<file path="config.mk">
export PLATFORM = sky130hd
export DESIGN_NAME = load_formatter
export DESIGN_NICKNAME = d
export VERILOG_FILES = /design/src/verilog/ring_lsu_pkg.sv /design/src/verilog/load_formatter.sv
export SDC_FILE = /design/constraint.sdc
export NUM_CORES = 1
export LEC_CHECK = 0
export ABC_AREA = 1
export ABC_CLOCK_PERIOD_IN_PS = 800
export BUFFER_PORTS_ARGS = -buffer_cell sky130_fd_sc_hd__buf_2
export CAP_MARGIN = 20
export CORE_AREA = 2 2 70 72
export DETAILED_ROUTE_END_ITERATION = 7
export DIE_AREA = 0 0 72 74
export GPL_ROUTABILITY_DRIVEN = 0
export PLACE_DENSITY = 0.83
export SLEW_MARGIN = 10
export SYNTH_ARGS = -nofsm -noshare
export SYNTH_HDL_FRONTEND = slang
export SYNTH_SLANG_ARGS = --single-unit
</file>
<file path="constraint.sdc">
create_clock -name CLK -period 0.8 [get_ports CLK]
set_input_delay 0.16 -clock CLK [delete_from_list [all_inputs] [get_ports CLK]]
set_output_delay 0.16 -clock CLK [all_outputs]
set_load 0.1 [all_outputs]
</file>
<file path="src/verilog/ring_lsu_pkg.sv">
/* Shared definitions for the ring load/store unit: the 64-bit ring word,
   the load/store node ID, thread and memory sizes and the memory latency. */

`default_nettype none

package ring_lsu_pkg;

  // Thread organisation of the barrel core
  localparam int NUM_THREADS = 4;
  localparam int THREAD_W = 2;

  // Word address bits kept per request, taken from byte address bits 19:2
  localparam int ADDR_W = 18;

  // Writeback register number width
  localparam int REG_SEL_W = 4;

  // Ring ID of the load/store node, carried as source ID in every request
  localparam logic [5:0] LSU_NODE_ID = 6'h01;

  // Memory node RAM, indexed by the low address bits
  localparam int MEM_DEPTH = 256;
  localparam int MEM_AW = $clog2(MEM_DEPTH);

  // Cycles the memory node stays busy for each request it accepts
  localparam int MEM_LATENCY = 3;
  localparam int LAT_CNT_W = $clog2(MEM_LATENCY + 1);
  localparam logic [LAT_CNT_W-1:0] LAT_LOAD = LAT_CNT_W'(MEM_LATENCY);

  // One ring word, seen as a request by the memory node and as a
  // response by the load/store node. A request that returns to its
  // sender unchanged is a retry and is read through the request view
  typedef union packed {
    struct packed {
      logic                valid;
      logic                is_req;
      logic [5:0]          src_id;
      logic [THREAD_W-1:0] thread;
      logic [3:0]          mask;
      logic [ADDR_W-1:0]   addr;
      logic [31:0]         wdata;
    } req;
    struct packed {
      logic                valid;
      logic                is_req;
      logic [5:0]          src_id;
      logic [THREAD_W-1:0] thread;
      logic [21:0]         unused;
      logic [31:0]         rdata;
    } rsp;
  } ring_word_u;

endpackage

`default_nettype wire

</file>
<file path="src/verilog/load_formatter.sv">
/* Load writeback of the load/store node. Narrows the response data of an
   acked load to the requested lane and presents it with the register number. */

`timescale 1ns/100ps
`default_nettype none

module load_formatter
(
  input  wire                                                          CLK,
  input  wire                                                          RST,
  input  wire  ring_lsu_pkg::ring_word_u                               ring_in_q,
  input  wire  [ring_lsu_pkg::NUM_THREADS-1:0]                         ack,
  input  wire  [ring_lsu_pkg::NUM_THREADS*4-1:0]                       thr_mask,
  input  wire  [ring_lsu_pkg::NUM_THREADS-1:0]                         thr_wr,
  input  wire  [ring_lsu_pkg::NUM_THREADS*ring_lsu_pkg::REG_SEL_W-1:0] thr_reg,
  output logic                                                         load_vld,
  output logic [ring_lsu_pkg::THREAD_W-1:0]                            load_slice,
  output logic [ring_lsu_pkg::REG_SEL_W-1:0]                           load_sel,
  output logic [31:0]                                                  load_data
);

  localparam int RW = ring_lsu_pkg::REG_SEL_W;

  logic [ring_lsu_pkg::THREAD_W-1:0] thr;
  logic [3:0]                        lane_mask;
  logic [31:0]                       rdata;
  logic [31:0]                       lane_data;

  always_comb
  begin
    thr = ring_in_q.rsp.thread;
    lane_mask = thr_mask[thr*4 +: 4];
    rdata = ring_in_q.rsp.rdata;

    // Byte and halfword lanes come back zero-extended
    case (lane_mask)
      4'b0001: lane_data = {24'd0, rdata[7:0]};
      4'b0010: lane_data = {24'd0, rdata[15:8]};
      4'b0100: lane_data = {24'd0, rdata[23:16]};
      4'b1000: lane_data = {24'd0, rdata[31:24]};
      4'b0011: lane_data = {16'd0, rdata[15:0]};
      4'b1100: lane_data = {16'd0, rdata[31:16]};
      default: lane_data = rdata;
    endcase
  end

  // Write acks only release the stall
  always_ff @(posedge CLK or posedge RST)
    if (RST)
      load_vld <= 1'b0;
    else
      load_vld <= (|ack) && !thr_wr[thr];

  always_ff @(posedge CLK)
  begin
    load_slice <= thr;
    load_sel <= thr_reg[thr*RW +: RW];
    load_data <= lane_data;
  end

endmodule

`default_nettype wire

</file>
==> flow_summary.ini <==
[outcome]
status = complete, but fails checks
violations = setup timing

[synthesis]
synth_fp_nets = 368
ys_types = 22
syn_avg_cell_area_um2 = 7.192
synth-seq-area-share_pct = 41.70
postSynthCellCount = 262
ys_ff_latch = 39
yosys_warnings = 0
syn_area_um2 = 1884

[floorplanning]
fp.dieH_um = 74
dieArea_um2 = 5328
start_util_pct = 40.98
core-area_um2 = 4598
io_pins = 145
die_w_um = 72
rows = 25

[timing]
min_period_ns = 1.200
worstMarginPinSlew_ns = 0.3458
post-route-period-util_pct = 150.0
setup_slack_ns = -0.3999
final_max_slew_viol_count = 0
maxSlewHeadroom_pct = 76.89
max_freq_mhz = 833.4
final-hold-violation-count = 0
holdWs_ns = 0.06643
rsz0062_at_grt = true
setup_viol = 72

[critical_path]
critPathRequiredTime_ns = 1.00
start_kind = primary input
setup.worst_path.class = primary input to flop
critPathSlowestCell = nand4_1
critical_path_cell_count = 10
path_delay_family = simple AND/OR/NAND/NOR gates
crit_arrival_ns = 1.40
startpoint = ring_in_q[54]
end_kind = flop
cpPeakStageDelay_ns = 0.20
crit_top_cell = nand2_1
path_buf_inv = 2
cp_max_fo = 8
crit_chain = buf_16 > nand2_1 > nand2_1 > nand2_1 > nand2_4 > buf_6 > nand4_1 > nand2_1 > nor2_1 > nand2_1
crit_end = load_data[3]

[pwr]
p_per_area_nw_per_um2 = 2108
ir_drop_uv = 1382
power.leakage_uw = 0.002095

[clock_network]
clockRootBuffer = clkbuf_8
cts.sinks = 39
h-tree-depth = 2
clockBufferDepth = 2
clkTransAtPathRegs_ns = 0.08
cts_made_buffers = 5
cts_tree = yes

[layout]
most-common-layout-cells = 73 x buf_2, 44 x buf_12, 38 x dfxtp_2
insertedDiodeCount = 0
final_nets = 521
area_growth_pct = 126.8
stdcell_count = 470
final_common_cell = buf_2
drive_gt1_share_pct = 73.32
fill_cells = 141

[place]
place_inst = 444
hpwl_um = 4941
port-buffer-count = 114
dp_slack_ns = -0.7153

[routing]
drc = 0
via_per_inst = 6.011
drtIter0Drc = 292
wl_um = 11130
wl_per_cell_um = 23.68
vias = 2825
ant_nets = 0
drt_pre_antenna_iters = 5

[min_path]
hp-class = primary input to flop

[grt]
first_global_vias = 2558
gr-usage-all-layers_pct = 30.44
grt_max_degree = 14
grt_overflow = 0
antenna_found_initial = 0
grt_pass1_wl_um = 12210

[run]
max-cap-violations = 0
-- cells by family (layout without fill, tap and decap cells) --
kind of cell / after synthesis / after routing / synth area share, %
buf+inv: 39 / 193 / 10.36
compound gates: 13 / 13 / 3.718
simple gates: 171 / 171 / 44.22
flops: 39 / 39 / 41.70
-- through the flow --
step	TNS [ns]	total power, uW	instance area, um2	util, %
after floorplan	-11.69	4773	1974	-
after global placement	-20.57	6323	3321	72.22
after detailed placement	-22.59	6398	3321	72.22
after CTS	-10.73	8293	3801	82.67
after global routing	-16.92	9213	4273	92.93
final	-15.87	9006	4273	92.93
-- final cells by class --
cell class | instances | area (um2) | area share (%)
clock buffer | 5 | 68.82 | 1.611
inverter | 28 | 150.1 | 3.514
clock inverter | 3 | 43.79 | 1.025
timing repair inverter | 1 | 16.27 | 0.3807
timing repair buffer | 156 | 1662 | 38.89
tap | 54 | 67.56 | 1.581
sequential | 39 | 837.1 | 19.59
multi-input combinational | 184 | 1428 | 33.41
-- worst min-delay path by stage --
| stage | from | end | slack, ns | depth (start not counted) |
|---|---|---|---|---|
| 2_1_floorplan | RST | load_vld | -0.11 | 1 |
| 3_3_place_gp | RST | load_vld | -0.008 | 2 |
| 3_5_place_dp | RST | load_vld | -0.004 | 2 |
| 4_1_cts | ring_in_q[2] | load_data[2] | 0.05 | 3 |
| 5_1_grt | ring_in_q[5] | load_data[5] | 0.07 | 3 |
| 6_report | ring_in_q[7] | load_data[7] | 0.07 | 3 |
-- synth_stat cells --
master    count  area, um2
dfxtp_1      38      760.7
buf_6         2      22.52
dfrtp_1       1      25.02
buf_4         2      15.01
inv_2         2      7.510
nand2_1      66      247.7
buf_2         4      20.02
nand3_1      45      225.2
nor2_2        1      6.260
nand2_2       5      31.28
nand4_1       8      50.05
inv_1        24      90.09
o21ai_0       8      40.04
o22ai_1       4      25.02
nor4_1        1      6.260
inv_4         2      12.51
nor2_4       11      123.9
buf_12        1      20.02
nor2_1       32      120.1
a21oi_1       1      5.000
nand2_4       2      22.52
clkbuf_1      2      7.510
-- where the power goes --
part	internal [uW]	leakage, uW	switching [uW]
logic	1770	0.00170	3030
clock network	930	0.0000581	829
registers	2240	0.000335	213
total	4930	0.00210	4070
-- per-layer routing --
layer	GRT usage [%]	share of wire (%)	vias up
li1	-	-	1143
met1	30.24	33	1311
met2	55.25	50	267
met3	7.453	8.9	104
met4	22.85	8.6	0
met5	0	0	-
-- flip-flops by register name, indices dropped and copies added (netlist names) --
signal / flops
load_sel: 4
load_data: 32
load_vld: 1
load_slice: 2
-- repair_timing --
action / 4_1_cts / 5_1_grt
pin swaps: 35 / 34
hold buffers: 2 / 0
setup endpoints to repair: 71 / 71
cloned: 3 / 1
resized for setup: 78 / 89
buffers inserted: 6 / 7
hold endpoints to repair: 2 / 0
(Power assumes the default switching activity.)
