`src/verilog/ring_lsu_pkg.sv`:
```
/* Shared definitions for the ring load/store unit: the 64-bit ring word,
   the load/store node ID, thread and memory sizes and the memory latency. */

`default_nettype none

package ring_lsu_pkg;

  // Thread organisation of the barrel core
  localparam int NUM_THREADS = 4;
  localparam int THREAD_W = 2;

  // Word address bits kept per request, taken from byte address bits 19:2
  localparam int ADDR_W = 18;

  // Writeback register number width
  localparam int REG_SEL_W = 4;

  // Ring ID of the load/store node, carried as source ID in every request
  localparam logic [5:0] LSU_NODE_ID = 6'h01;

  // Memory node RAM, indexed by the low address bits
  localparam int MEM_DEPTH = 256;
  localparam int MEM_AW = $clog2(MEM_DEPTH);

  // Cycles the memory node stays busy for each request it accepts
  localparam int MEM_LATENCY = 3;
  localparam int LAT_CNT_W = $clog2(MEM_LATENCY + 1);
  localparam logic [LAT_CNT_W-1:0] LAT_LOAD = LAT_CNT_W'(MEM_LATENCY);

  // One ring word, seen as a request by the memory node and as a
  // response by the load/store node. A request that returns to its
  // sender unchanged is a retry and is read through the request view
  typedef union packed {
    struct packed {
      logic                valid;
      logic                is_req;
      logic [5:0]          src_id;
      logic [THREAD_W-1:0] thread;
      logic [3:0]          mask;
      logic [ADDR_W-1:0]   addr;
      logic [31:0]         wdata;
    } req;
    struct packed {
      logic                valid;
      logic                is_req;
      logic [5:0]          src_id;
      logic [THREAD_W-1:0] thread;
      logic [21:0]         unused;
      logic [31:0]         rdata;
    } rsp;
  } ring_word_u;

endpackage

`default_nettype wire

```
`src/verilog/thread_req_regs.sv`:
```
/* Per-thread request state of the load/store node. Holds one open request
   per thread and its pending bit, which the top level drives out as stall. */

`timescale 1ns/100ps
`default_nettype none

module thread_req_regs
(
  input  wire                                                          CLK,
  input  wire                                                          RST,
  input  wire  [ring_lsu_pkg::THREAD_W-1:0]                            slice,
  input  wire                                                          req_cs,
  input  wire  [31:0]                                                  req_addr,
  input  wire                                                          req_wr,
  input  wire  [3:0]                                                   req_mask,
  input  wire  [31:0]                                                  req_wdata,
  input  wire  [ring_lsu_pkg::REG_SEL_W-1:0]                           req_reg,
  input  wire  [ring_lsu_pkg::NUM_THREADS-1:0]                         ack,
  output logic [ring_lsu_pkg::NUM_THREADS-1:0]                         pending,
  output logic [ring_lsu_pkg::NUM_THREADS*ring_lsu_pkg::ADDR_W-1:0]    thr_addr,
  output logic [ring_lsu_pkg::NUM_THREADS*4-1:0]                       thr_mask,
  output logic [ring_lsu_pkg::NUM_THREADS-1:0]                         thr_wr,
  output logic [ring_lsu_pkg::NUM_THREADS*32-1:0]                      thr_wdata,
  output logic [ring_lsu_pkg::NUM_THREADS*ring_lsu_pkg::REG_SEL_W-1:0] thr_reg
);

  localparam int AW = ring_lsu_pkg::ADDR_W;
  localparam int RW = ring_lsu_pkg::REG_SEL_W;

  logic [ring_lsu_pkg::THREAD_W-1:0]    issue_thr;
  logic [ring_lsu_pkg::NUM_THREADS-1:0] req_onehot;

  // The issue slice runs two stages behind the thread slot of the
  // pipeline, so slice 0 issues for thread 2, slice 1 for thread 3 and so on
  assign issue_thr = slice + 2'd2;

  always_comb
  begin
    req_onehot = '0;
    if (req_cs)
      req_onehot[issue_thr] = 1'b1;
  end

  // A thread only issues while its stall bit is low, so a new request
  // never meets an ack for the same thread
  always_ff @(posedge CLK or posedge RST)
    if (RST)
      pending <= '0;
    else
      pending <= (pending & ~ack) | req_onehot;

  // Request fields are held until the thread's ack
  always_ff @(posedge CLK)
    for (int k = 0; k < ring_lsu_pkg::NUM_THREADS; k++)
      if (req_onehot[k])
      begin
        thr_addr[k*AW +: AW] <= req_addr[AW+1:2];
        thr_mask[k*4 +: 4] <= req_mask;
        thr_wr[k] <= req_wr;
        thr_wdata[k*32 +: 32] <= req_wdata;
        thr_reg[k*RW +: RW] <= req_reg;
      end

endmodule

`default_nettype wire
```
`config.mk`:
```
export PLATFORM = sky130hd
export DESIGN_NAME = thread_req_regs
export DESIGN_NICKNAME = d
export VERILOG_FILES = /design/src/verilog/ring_lsu_pkg.sv /design/src/verilog/thread_req_regs.sv
export SDC_FILE = /design/constraint.sdc
export NUM_CORES = 1
export LEC_CHECK = 0
export BUFFER_PORTS_ARGS = -buffer_cell sky130_fd_sc_hd__buf_2
export CAP_MARGIN = 5
export CORE_MARGIN = 3
export CORE_UTILIZATION = 34
export DETAILED_ROUTE_END_ITERATION = 16
export GPL_ROUTABILITY_DRIVEN = 0
export PLACE_DENSITY_LB_ADDON = 0.08
export SYNTH_ARGS = -nofsm -noshare
export SYNTH_HDL_FRONTEND = slang
export SYNTH_SLANG_ARGS = --single-unit
```
`constraint.sdc`:
```
create_clock -name CLK -period 1.8 [get_ports CLK]
set_input_delay 0.36 -clock CLK [delete_from_list [all_inputs] [get_ports CLK]]
set_output_delay 0.36 -clock CLK [all_outputs]
set_load 0.005 [all_outputs]
```
==> metrics.md <==
| Metric | Value |
|---|---|
| Clk_lat worst skew | `0.50 ns` |
| Die Width | `152.2 um` |
| Vias | `3888` |
| CTS tree | `done` |
| Most frequent cells after synthesis | `236 x edfxtp_1, 5 x inv_1, 4 x dfrtp_1` |
| Largest net degree at the start of global routing | `50` |
| Count leader, synth | `edfxtp_1` |
| Final setup fails | `0` |
| Most used DFF post-synth | `edfxtp_1` |
| Worst slack, placed | `0.3458 ns` |
| Bufs on Longest Clock Path | `3` |
| Vias/cell | `4.388` |
| First-pass GRT wire length | `24900 um` |
| Rows | `52` |
| Crit-path cells | `buf_2` |
| Placed cells | `839` |
| Final Non-Filler Cells | `886` |
| Flops & latches, synth | `240` |
| Pwr dens | `1185 nW/um2` |
| Max-slew headroom | `0.7799` |
| Clk slew on worst S/H paths | `0.06 ns` |
| Final period util | `0.7855` |
| Initial Util | `0.3526` |
| Crit Path Class | `register to output port` |
| Total Wirelength | `16880 um` |
| Mapped Cells | `254` |
| Clock Sinks | `240` |
| Hold_buf cts | `1` |
| Largest registers | `thr_wdata x128, thr_addr x72` |
| Buffers added on ports | `307` |
| Layout cell share with drive strength beyond 1 | `0.5789` |
| Aggregate global routing overflow | `0` |
| Largest register by flop count | `thr_wdata` |
| H-tree depth | `1` |
| Fin worst setup slack | `0.3860 ns` |
| Crit. End Element | `output port` |
| Initial antenna violation count | `3` |
| RSZ-0062 raised after global routing | `no` |
| Clock power share | `0.410` |
| Sw Share | `0.1956` |
| Post-route DRC | `0` |
| Area leader, netlist | `edfxtp_1` |
| 1st-iter DRT viols | `135` |
| Sum of buffers and inverters on the critical path | `1` |
| Top cell type's share of synthesized area | `0.9745` |
| GRT Total Usage | `0.1380` |
| Sw Pwr | `0.002346 W` |
| Internal power | `0.009645 W` |
| Routed WL per cell | `19.05 um` |
| Final hold violations | `0` |
| Hold crit path type | `input port to register` |
| Setup Skew | `0 ns` |
| CP Max Fanout | `1` |
| Setup bufs post-CTS | `0` |
| Core area | `20620 um2` |
| Largest stage delay, worst path | `0.41 ns` |
| Largest register FFs | `128` |
| Final ANT Viol Nets | `0` |
| CTS buffer count | `25` |
| I/O Pins | `322` |
| Worst-Margin Slew | `0.3302 ns` |
| Flop pwr share | `0.542` |
| Die area | `23180 um2` |
| Comb pwr share | `0.048` |
| Dpl hpwl | `11360 um` |
| Max-Cap Viols | `0` |
| Post-synth ARST share | `0.01667` |
| Number of global-route vias before repair | `4056` |
| Root Buffer | `clkbuf_16` |
| Mean Syn Cell Area | `28.63 um2` |
| Die height | `152.2 um` |
| F_max | `707.2 MHz` |
| Syn Nets | `336` |
| Critical path launch point type | `register` |
| Slowest-stage cell, CP | `edfxtp_1` |
| Status | `finished, final reports clean` |
| Fin nets | `679` |
| Resized cells post-CTS | `0` |
| Leak | `3.957 nW` |
| CP arrival | `1.05 ns` |
| Max rail drop VDD | `713.2 uV` |
| Ys Warns | `0` |
| Delay-heaviest family, CP | `flip-flops` |
| Final min period | `1.414 ns` |
| Pre-antenna DRT Iters | `4` |
| Synth unique cells | `11` |
| Area Growth Syn to Fin | `39.14%` |
| Crit path required time | `1.44 ns` |
| Slew Limit Fails | `0` |
| Number of synthesized flops with an enable pin | `236` |
| Synth top area cells | `edfxtp_1 97%, dfrtp_1 1.4%, inv_1 0.26%, a21o_1 0.21%, nor3b_2 0.17%` |
| Sequential share of the synthesized area | `0.9883` |
| Synthesized area | `7272 um2` |
power by group through the flow:
| stage | registers [W] | clock network, W | logic, W |
|---|---|---|---|
| detailed placement | 0.00662 | 0 | 0.000587 |
| global placement | 0.00662 | 0 | 0.000580 |
| global route | 0.00652 | 0.00532 | 0.000625 |
| floorplan | 0.00666 | 0 | 0.0000691 |
| finish | 0.00650 | 0.00492 | 0.000572 |
| CTS | 0.00651 | 0.00507 | 0.000588 |
layer usage:
| layer | vias up | GRT usage | part of all wire |
|---|---|---|---|
| li1 | 1722 | - | - |
| met5 | - | 0 | 0.0020 |
| met2 | 236 | 0.2254 | 0.48 |
| met3 | 34 | 0.06135 | 0.12 |
| met1 | 1892 | 0.1630 | 0.37 |
| met4 | 4 | 0.04966 | 0.025 |
path summary, 6_finish.rpt:
path | from | endpoint | slack (ns) | cells past startpoint
max reg2reg | pending[1] | pending[1] | 1.13 | 1
min in group asynchronous | RST | pending[0] | 0.29 | 3
min reg2reg | pending[3] | pending[3] | 0.47 | 1
max | thr_wdata[127] | thr_wdata[127] | 0.39 | 1
max in group asynchronous | RST | pending[1] | 1.35 | 3
min | ack[0] | pending[0] | 0.04 | 2
cell families (layout without fill, tap and decap cells):
family                 after synthesis  after routing  synth area share
DFF                                240            240            0.9883
and+or+nand+nor                      5              5          0.004989
buffers and inverters                5            366          0.002581
AOI/OAI and AO/OA                    4              4          0.004130
other                                0              1                 0
through the flow:
step / power [W] / hold WS [ns] / util / area (um2) / setup TNS [ns]
after floorplan: 0.006733 / 0.1261 / - / 7287 / -32.44
after global placement: 0.007198 / 0.2558 / 0.4513 / 9309 / 0
after detailed placement: 0.007205 / 0.2623 / 0.4513 / 9309 / 0
after CTS: 0.01216 / 0.01946 / 0.4905 / 10120 / 0
after global routing: 0.01247 / 0.01185 / 0.4906 / 10120 / 0
final: 0.01199 / 0.04386 / 0.4906 / 10120 / 0
cells in the final DEF, fill, tap and decap left out, types with 2 or more instances in the layout:
cell / n
buf_12: 7
clkbuf_16: 25
bufinv_16: 3
clkinv_2: 5
a21o_1: 2
clkinv_1: 6
edfxtp_1: 236
dfrtp_1: 4
clkbuf_1: 3
inv_1: 5
clkinvlp_4: 3
buf_2: 307
area by class of cell:
type	instances	area, um2
Clock buffer	28	636.9
Timing Repair Buffer	316	1694
Inverter	5	18.77
Clock inverter	17	160.2
Fill cell	1767	10510
Antenna cell	1	2.502
Sequential cell	240	7187
Tap cell	270	337.8
Multi-Input combinational cell	9	81.33
(Power assumes the default switching activity.)
