**config.mk**
```make
export PLATFORM = sky130hd
export DESIGN_NAME = ring_tx_fsm
export DESIGN_NICKNAME = d
export VERILOG_FILES = /design/src/verilog/ring_lsu_pkg.sv /design/src/verilog/ring_tx_fsm.sv
export SDC_FILE = /design/constraint.sdc
export NUM_CORES = 1
export LEC_CHECK = 0
export BUFFER_PORTS_ARGS = -buffer_cell sky130_fd_sc_hd__clkbuf_2
export CAP_MARGIN = 10
export CORE_AREA = 4 4 164 166
export CTS_CLUSTER_DIAMETER = 100
export DETAILED_ROUTE_END_ITERATION = 10
export DIE_AREA = 0 0 168 170
export GPL_TIMING_DRIVEN = 0
export MAX_ROUTING_LAYER = met4
export PLACE_DENSITY_LB_ADDON = 0.1
export SYNTH_ARGS = -nofsm -noshare
export SYNTH_HDL_FRONTEND = slang
export SYNTH_SLANG_ARGS = --single-unit
```
**constraint.sdc**
```tcl
create_clock -name CLK -period 4.95 [get_ports CLK]
set_input_delay 0 -clock CLK [delete_from_list [all_inputs] [get_ports CLK]]
set_output_delay 0 -clock CLK [all_outputs]
set_load 0.005 [all_outputs]
```
**src/verilog/ring_lsu_pkg.sv**
```systemverilog
/* Shared definitions for the ring load/store unit: the 64-bit ring word,
   the load/store node ID, thread and memory sizes and the memory latency. */

`default_nettype none

package ring_lsu_pkg;

  // Thread organisation of the barrel core
  localparam int NUM_THREADS = 4;
  localparam int THREAD_W = 2;

  // Word address bits kept per request, taken from byte address bits 19:2
  localparam int ADDR_W = 18;

  // Writeback register number width
  localparam int REG_SEL_W = 4;

  // Ring ID of the load/store node, carried as source ID in every request
  localparam logic [5:0] LSU_NODE_ID = 6'h01;

  // Memory node RAM, indexed by the low address bits
  localparam int MEM_DEPTH = 256;
  localparam int MEM_AW = $clog2(MEM_DEPTH);

  // Cycles the memory node stays busy for each request it accepts
  localparam int MEM_LATENCY = 3;
  localparam int LAT_CNT_W = $clog2(MEM_LATENCY + 1);
  localparam logic [LAT_CNT_W-1:0] LAT_LOAD = LAT_CNT_W'(MEM_LATENCY);

  // One ring word, seen as a request by the memory node and as a
  // response by the load/store node. A request that returns to its
  // sender unchanged is a retry and is read through the request view
  typedef union packed {
    struct packed {
      logic                valid;
      logic                is_req;
      logic [5:0]          src_id;
      logic [THREAD_W-1:0] thread;
      logic [3:0]          mask;
      logic [ADDR_W-1:0]   addr;
      logic [31:0]         wdata;
    } req;
    struct packed {
      logic                valid;
      logic                is_req;
      logic [5:0]          src_id;
      logic [THREAD_W-1:0] thread;
      logic [21:0]         unused;
      logic [31:0]         rdata;
    } rsp;
  } ring_word_u;

endpackage

`default_nettype wire

```
**src/verilog/ring_tx_fsm.sv**
```systemverilog
/* Ring interface of the load/store node. Sends each pending thread's request
   in its own rotating slot, registers the ring input and decodes ack/retry. */

`timescale 1ns/100ps
`default_nettype none

module ring_tx_fsm
(
  input  wire                                                       CLK,
  input  wire                                                       RST,
  input  wire  [ring_lsu_pkg::NUM_THREADS-1:0]                      pending,
  input  wire  [ring_lsu_pkg::NUM_THREADS*ring_lsu_pkg::ADDR_W-1:0] thr_addr,
  input  wire  [ring_lsu_pkg::NUM_THREADS*4-1:0]                    thr_mask,
  input  wire  [ring_lsu_pkg::NUM_THREADS-1:0]                      thr_wr,
  input  wire  [ring_lsu_pkg::NUM_THREADS*32-1:0]                   thr_wdata,
  input  wire  ring_lsu_pkg::ring_word_u                            ring_in,
  output ring_lsu_pkg::ring_word_u                                  ring_out,
  output ring_lsu_pkg::ring_word_u                                  ring_in_q,
  output logic [ring_lsu_pkg::NUM_THREADS-1:0]                      ack
);

  localparam int AW = ring_lsu_pkg::ADDR_W;

  logic [ring_lsu_pkg::THREAD_W-1:0]    slot;
  logic [ring_lsu_pkg::NUM_THREADS-1:0] sent;
  logic [ring_lsu_pkg::NUM_THREADS-1:0] send;
  logic [ring_lsu_pkg::NUM_THREADS-1:0] own_thr;
  logic [ring_lsu_pkg::NUM_THREADS-1:0] retry;
  ring_lsu_pkg::ring_word_u             req_word;

  always_ff @(posedge CLK or posedge RST)
    if (RST)
      ring_in_q <= '0;
    else
      ring_in_q <= ring_in;

  // Words carrying our own ID either answer a request or come back
  // unserved from a busy memory node
  always_comb
  begin
    own_thr = '0;
    if (ring_in_q.rsp.valid && (ring_in_q.rsp.src_id == ring_lsu_pkg::LSU_NODE_ID))
      own_thr[ring_in_q.rsp.thread] = 1'b1;
    ack = ring_in_q.rsp.is_req ? '0 : own_thr;
    retry = ring_in_q.req.is_req ? own_thr : '0;
  end

  // Request word for the thread owning the current slot
  always_comb
  begin
    send = '0;
    if (pending[slot] && !sent[slot])
      send[slot] = 1'b1;

    req_word = '0;
    req_word.req.valid = 1'b1;
    req_word.req.is_req = 1'b1;
    req_word.req.src_id = ring_lsu_pkg::LSU_NODE_ID;
    req_word.req.thread = slot;
    // Loads go out with no byte enabled so the memory node leaves the RAM alone
    req_word.req.mask = thr_wr[slot] ? thr_mask[slot*4 +: 4] : 4'd0;
    req_word.req.addr = thr_addr[slot*AW +: AW];
    req_word.req.wdata = thr_wdata[slot*32 +: 32];
  end

  // Slot state steps through threads 0..3 every cycle
  always_ff @(posedge CLK or posedge RST)
    if (RST)
    begin
      slot <= '0;
      ring_out <= '0;
    end
    else
    begin
      slot <= slot + 1'b1;
      ring_out <= (|send) ? req_word : '0;
    end

  // Sent stays set while the word is on the ring
  always_ff @(posedge CLK or posedge RST)
    if (RST)
      sent <= '0;
    else
      sent <= (sent | send) & ~(ack | retry);

endmodule

`default_nettype wire

```
==> run metrics <==
top-level I/O count=roughly 420; max-cap violation count=0; crit end category=flip-flop; # placed instances=between 1000 and 1500; total clock sinks=approximately 130; peak supply drop=around 0.18 mV; outcome=complete, no violations; dominant cell type by area after synthesis=dfrtp_1; share of the synthesized area in the top cell type=between 60% and 70%; core area=between 20000 and 30000 um^2; placer's final routability congestion estimate=about 0.83; num rows=roughly 60; sw frac=about 26%; Final Cycle Share=between 50% and 60%; top cells by area, synth=dfrtp_1 60%, mux4_2 24%, nor3b_1 7.1%, buf_4 1.3%, buf_2 1.2%; worst-margin pin slew=726 ps; Seq pwr share=40.9%; Initial Util=20.7%; synth unique cells=22; DRC errors left=0; Total GRT Usage=14.6%; Internal=~2.1 mW; DIE WIDTH=about 170 um; Mapped Cells=between 300 and 400; Non-Filler Instances=approximately 1200; worst hold path type=in -> reg; vias per std cell=4.08; Synth Register Bits=between 100 and 150; Synthesis Warnings=0; Leak=about 4.6 nW; layout cells sized above 1=between 60 and 70%; Critical Path AT=between 2000 and 3000 ps; final setup violation count=0; pwr dens=315 nW/um^2; CTS root buf=clkbuf_16; Final ANT Viol Nets=0; H-tree Lvls=4; hold_ws=between 80 and 90 ps; first-pass GRT wire length=between 30 and 40 mm; TritonCTS Buffers=17; Final Hold Viols=0; Post-CTS Setup Bufs=0; P&R area growth vs syn=71.4%; Post-Route WL=slightly above 20 mm; Final #Nets=around 1100; Slew HR=approximately 50%; # port buffers=roughly 420; Avg Cell Area, Syn=about 17 um^2; vias in the first global route=approximately 5600; Clk network pwr share=between 40 and 50%; Detailed Place HPWL=16.7 mm; initial antenna violation count=0; antenna cell count=0; clk_lat worst skew=~410 ps; # hold bufs at CTS=between 60 and 70; pre-CTS setup slack=between 2000 and 2500 ps; TNS Setup=0 ps; Max Fclk=approximately 370 MHz; DR WL/cell=17.6 um; via count=about 4800; Comb pwr share=16.2%; DR pass1 iterations=4; clock skew=~11 ps; Die ar.=around 29000 um^2; CP Data Required Time=between 5000 and 6000 ps; crit path time final=2720 ps; largest net degree at the start of global routing=between 70 and 80; crit-path max FO=10; grt total ovfl=0; Post-Synthesis Cell Area=around 5300 um^2; WS Path Type=reg -> reg; RSZ-0062 raised after global routing=false; Critical Path Start Type=flip-flop; post-CTS sizing=0; 1st-iter DRT viols=approximately 150; Max Slew Vio Count=0; P_sw=~0.74 mW; Die Y=170 um; setup ws final=between 2000 and 2500 ps; sequential area share after synthesis=around three fifths; Clock transition at path regs=around 70 ps; Tot Pwr=2.86 mW; CTS Buffer Depth=2; TritonCTS clock tree=built
-- layout by cell type (no fill, tap or decap) --
cell,count
bufinv_16,1
buf_1,1
clkbuf_8,1
nor4b_1,1
mux4_2,56
ha_1,4
nor4_1,2
nand2b_1,6
clkbuf_1,8
or4_4,1
inv_6,8
nor3_2,1
clkbuf_16,17
dfrtp_1,127
clkbuf_2,416
nor3b_1,50
clkinv_2,1
buf_16,1
nor2_1,7
a221oi_1,4
conb_1,5
buf_6,1
clkinvlp_4,3
nor3_1,7
buf_2,13
or4b_4,2
inv_2,1
dlygate4sd3_1,65
buf_4,9
inv_8,2
inv_1,6
nand2_1,4
-- sequential cells by signal (all words and copies together), names as in the netlist --
| name | cells |
|---|---|
| ring_out | 57 |
| sent | 4 |
| slot | 2 |
| ring_in_q | 64 |
-- power groups by stage --
stage / clock, mW / combinational (mW) / sequential [mW]
floorplan: 0 / 0.159 / 1.19
global placement: 0 / 0.425 / 1.19
detailed placement: 0 / 0.435 / 1.19
CTS: 1.28 / 0.479 / 1.17
global route: 1.33 / 0.516 / 1.18
finish: 1.23 / 0.463 / 1.17
-- cell usage after synthesis --
library cell / number
buf_4: 9
nor4b_1: 1
dfrtp_1: 127
or4b_4: 2
nand2_1: 4
ha_1: 4
nand2b_1: 6
mux4_2: 56
buf_6: 1
nor4_1: 2
nor3_1: 7
nor3_2: 1
inv_2: 1
inv_1: 7
buf_2: 13
conb_1: 1
clkbuf_1: 8
or4_4: 1
buf_1: 1
nor2_1: 7
a221oi_1: 4
nor3b_1: 50
-- critical path, stage by stage (launching register included) --
cell	delay, ps
dfrtp_1	400
inv_1	130
ha_1	240
nor4_1	640
clkbuf_1	610
buf_1	450
nor3b_1	110
-- path summary, 6_finish.rpt --
kind / startpoint / end / slack (ps) / cells after the start
hold / removal: thr_wdata[85] / ring_out[21] / 80 / 3
min in group asynchronous: RST / ring_in_q[46] / 160 / 3
setup reg to reg: slot[0] / ring_out[42] / 2230 / 6
max in group asynchronous: RST / ring_out[2] / 4050 / 4
hold reg to reg: sent[2] / sent[2] / 560 / 2
setup / recovery: slot[0] / ring_out[42] / 2230 / 6
-- through the flow --
step | instance area (um^2) | util [%]
after detailed placement | 7840 | 30.6
after floorplan | 5310 | -
after global placement | 7810 | 30.5
after CTS | 9070 | 35.4
final | 9070 | 35.4
after global routing | 9070 | 35.4
-- layer usage --
layer  up-vias  track usage, %  part of all wire, %
met5         -               -                    0
met4         0            3.95                  1.3
met3        15            4.48                  8.5
met2       264            25.4                   52
met1      2301            16.3                   38
li1       2173               -                    -
-- final cells by class --
type	instances	area (um^2)
Inverter	8	35.0
Buffer	32	178
Tap cell	335	419
Fill cell	2541	16500
Multi-Input combinational cell	150	1920
Clock buffer	18	439
Clock inverter	14	141
Sequential cell	127	3180
Timing Repair Buffer	482	2760
-- kinds of logic (layout without fill, tap and decap cells) --
kind of cell / after synthesis / in the layout / synth area share [%]
simple gates: 81 / 81 / 10.6
flops: 127 / 127 / 60.0
fa+ha+maj: 4 / 4 / 0.945
other cells: 1 / 5 / 0.0708
mux: 56 / 56 / 23.8
buf+inv: 40 / 554 / 3.92
compound gates: 4 / 4 / 0.662
(Power assumes the default switching activity.)
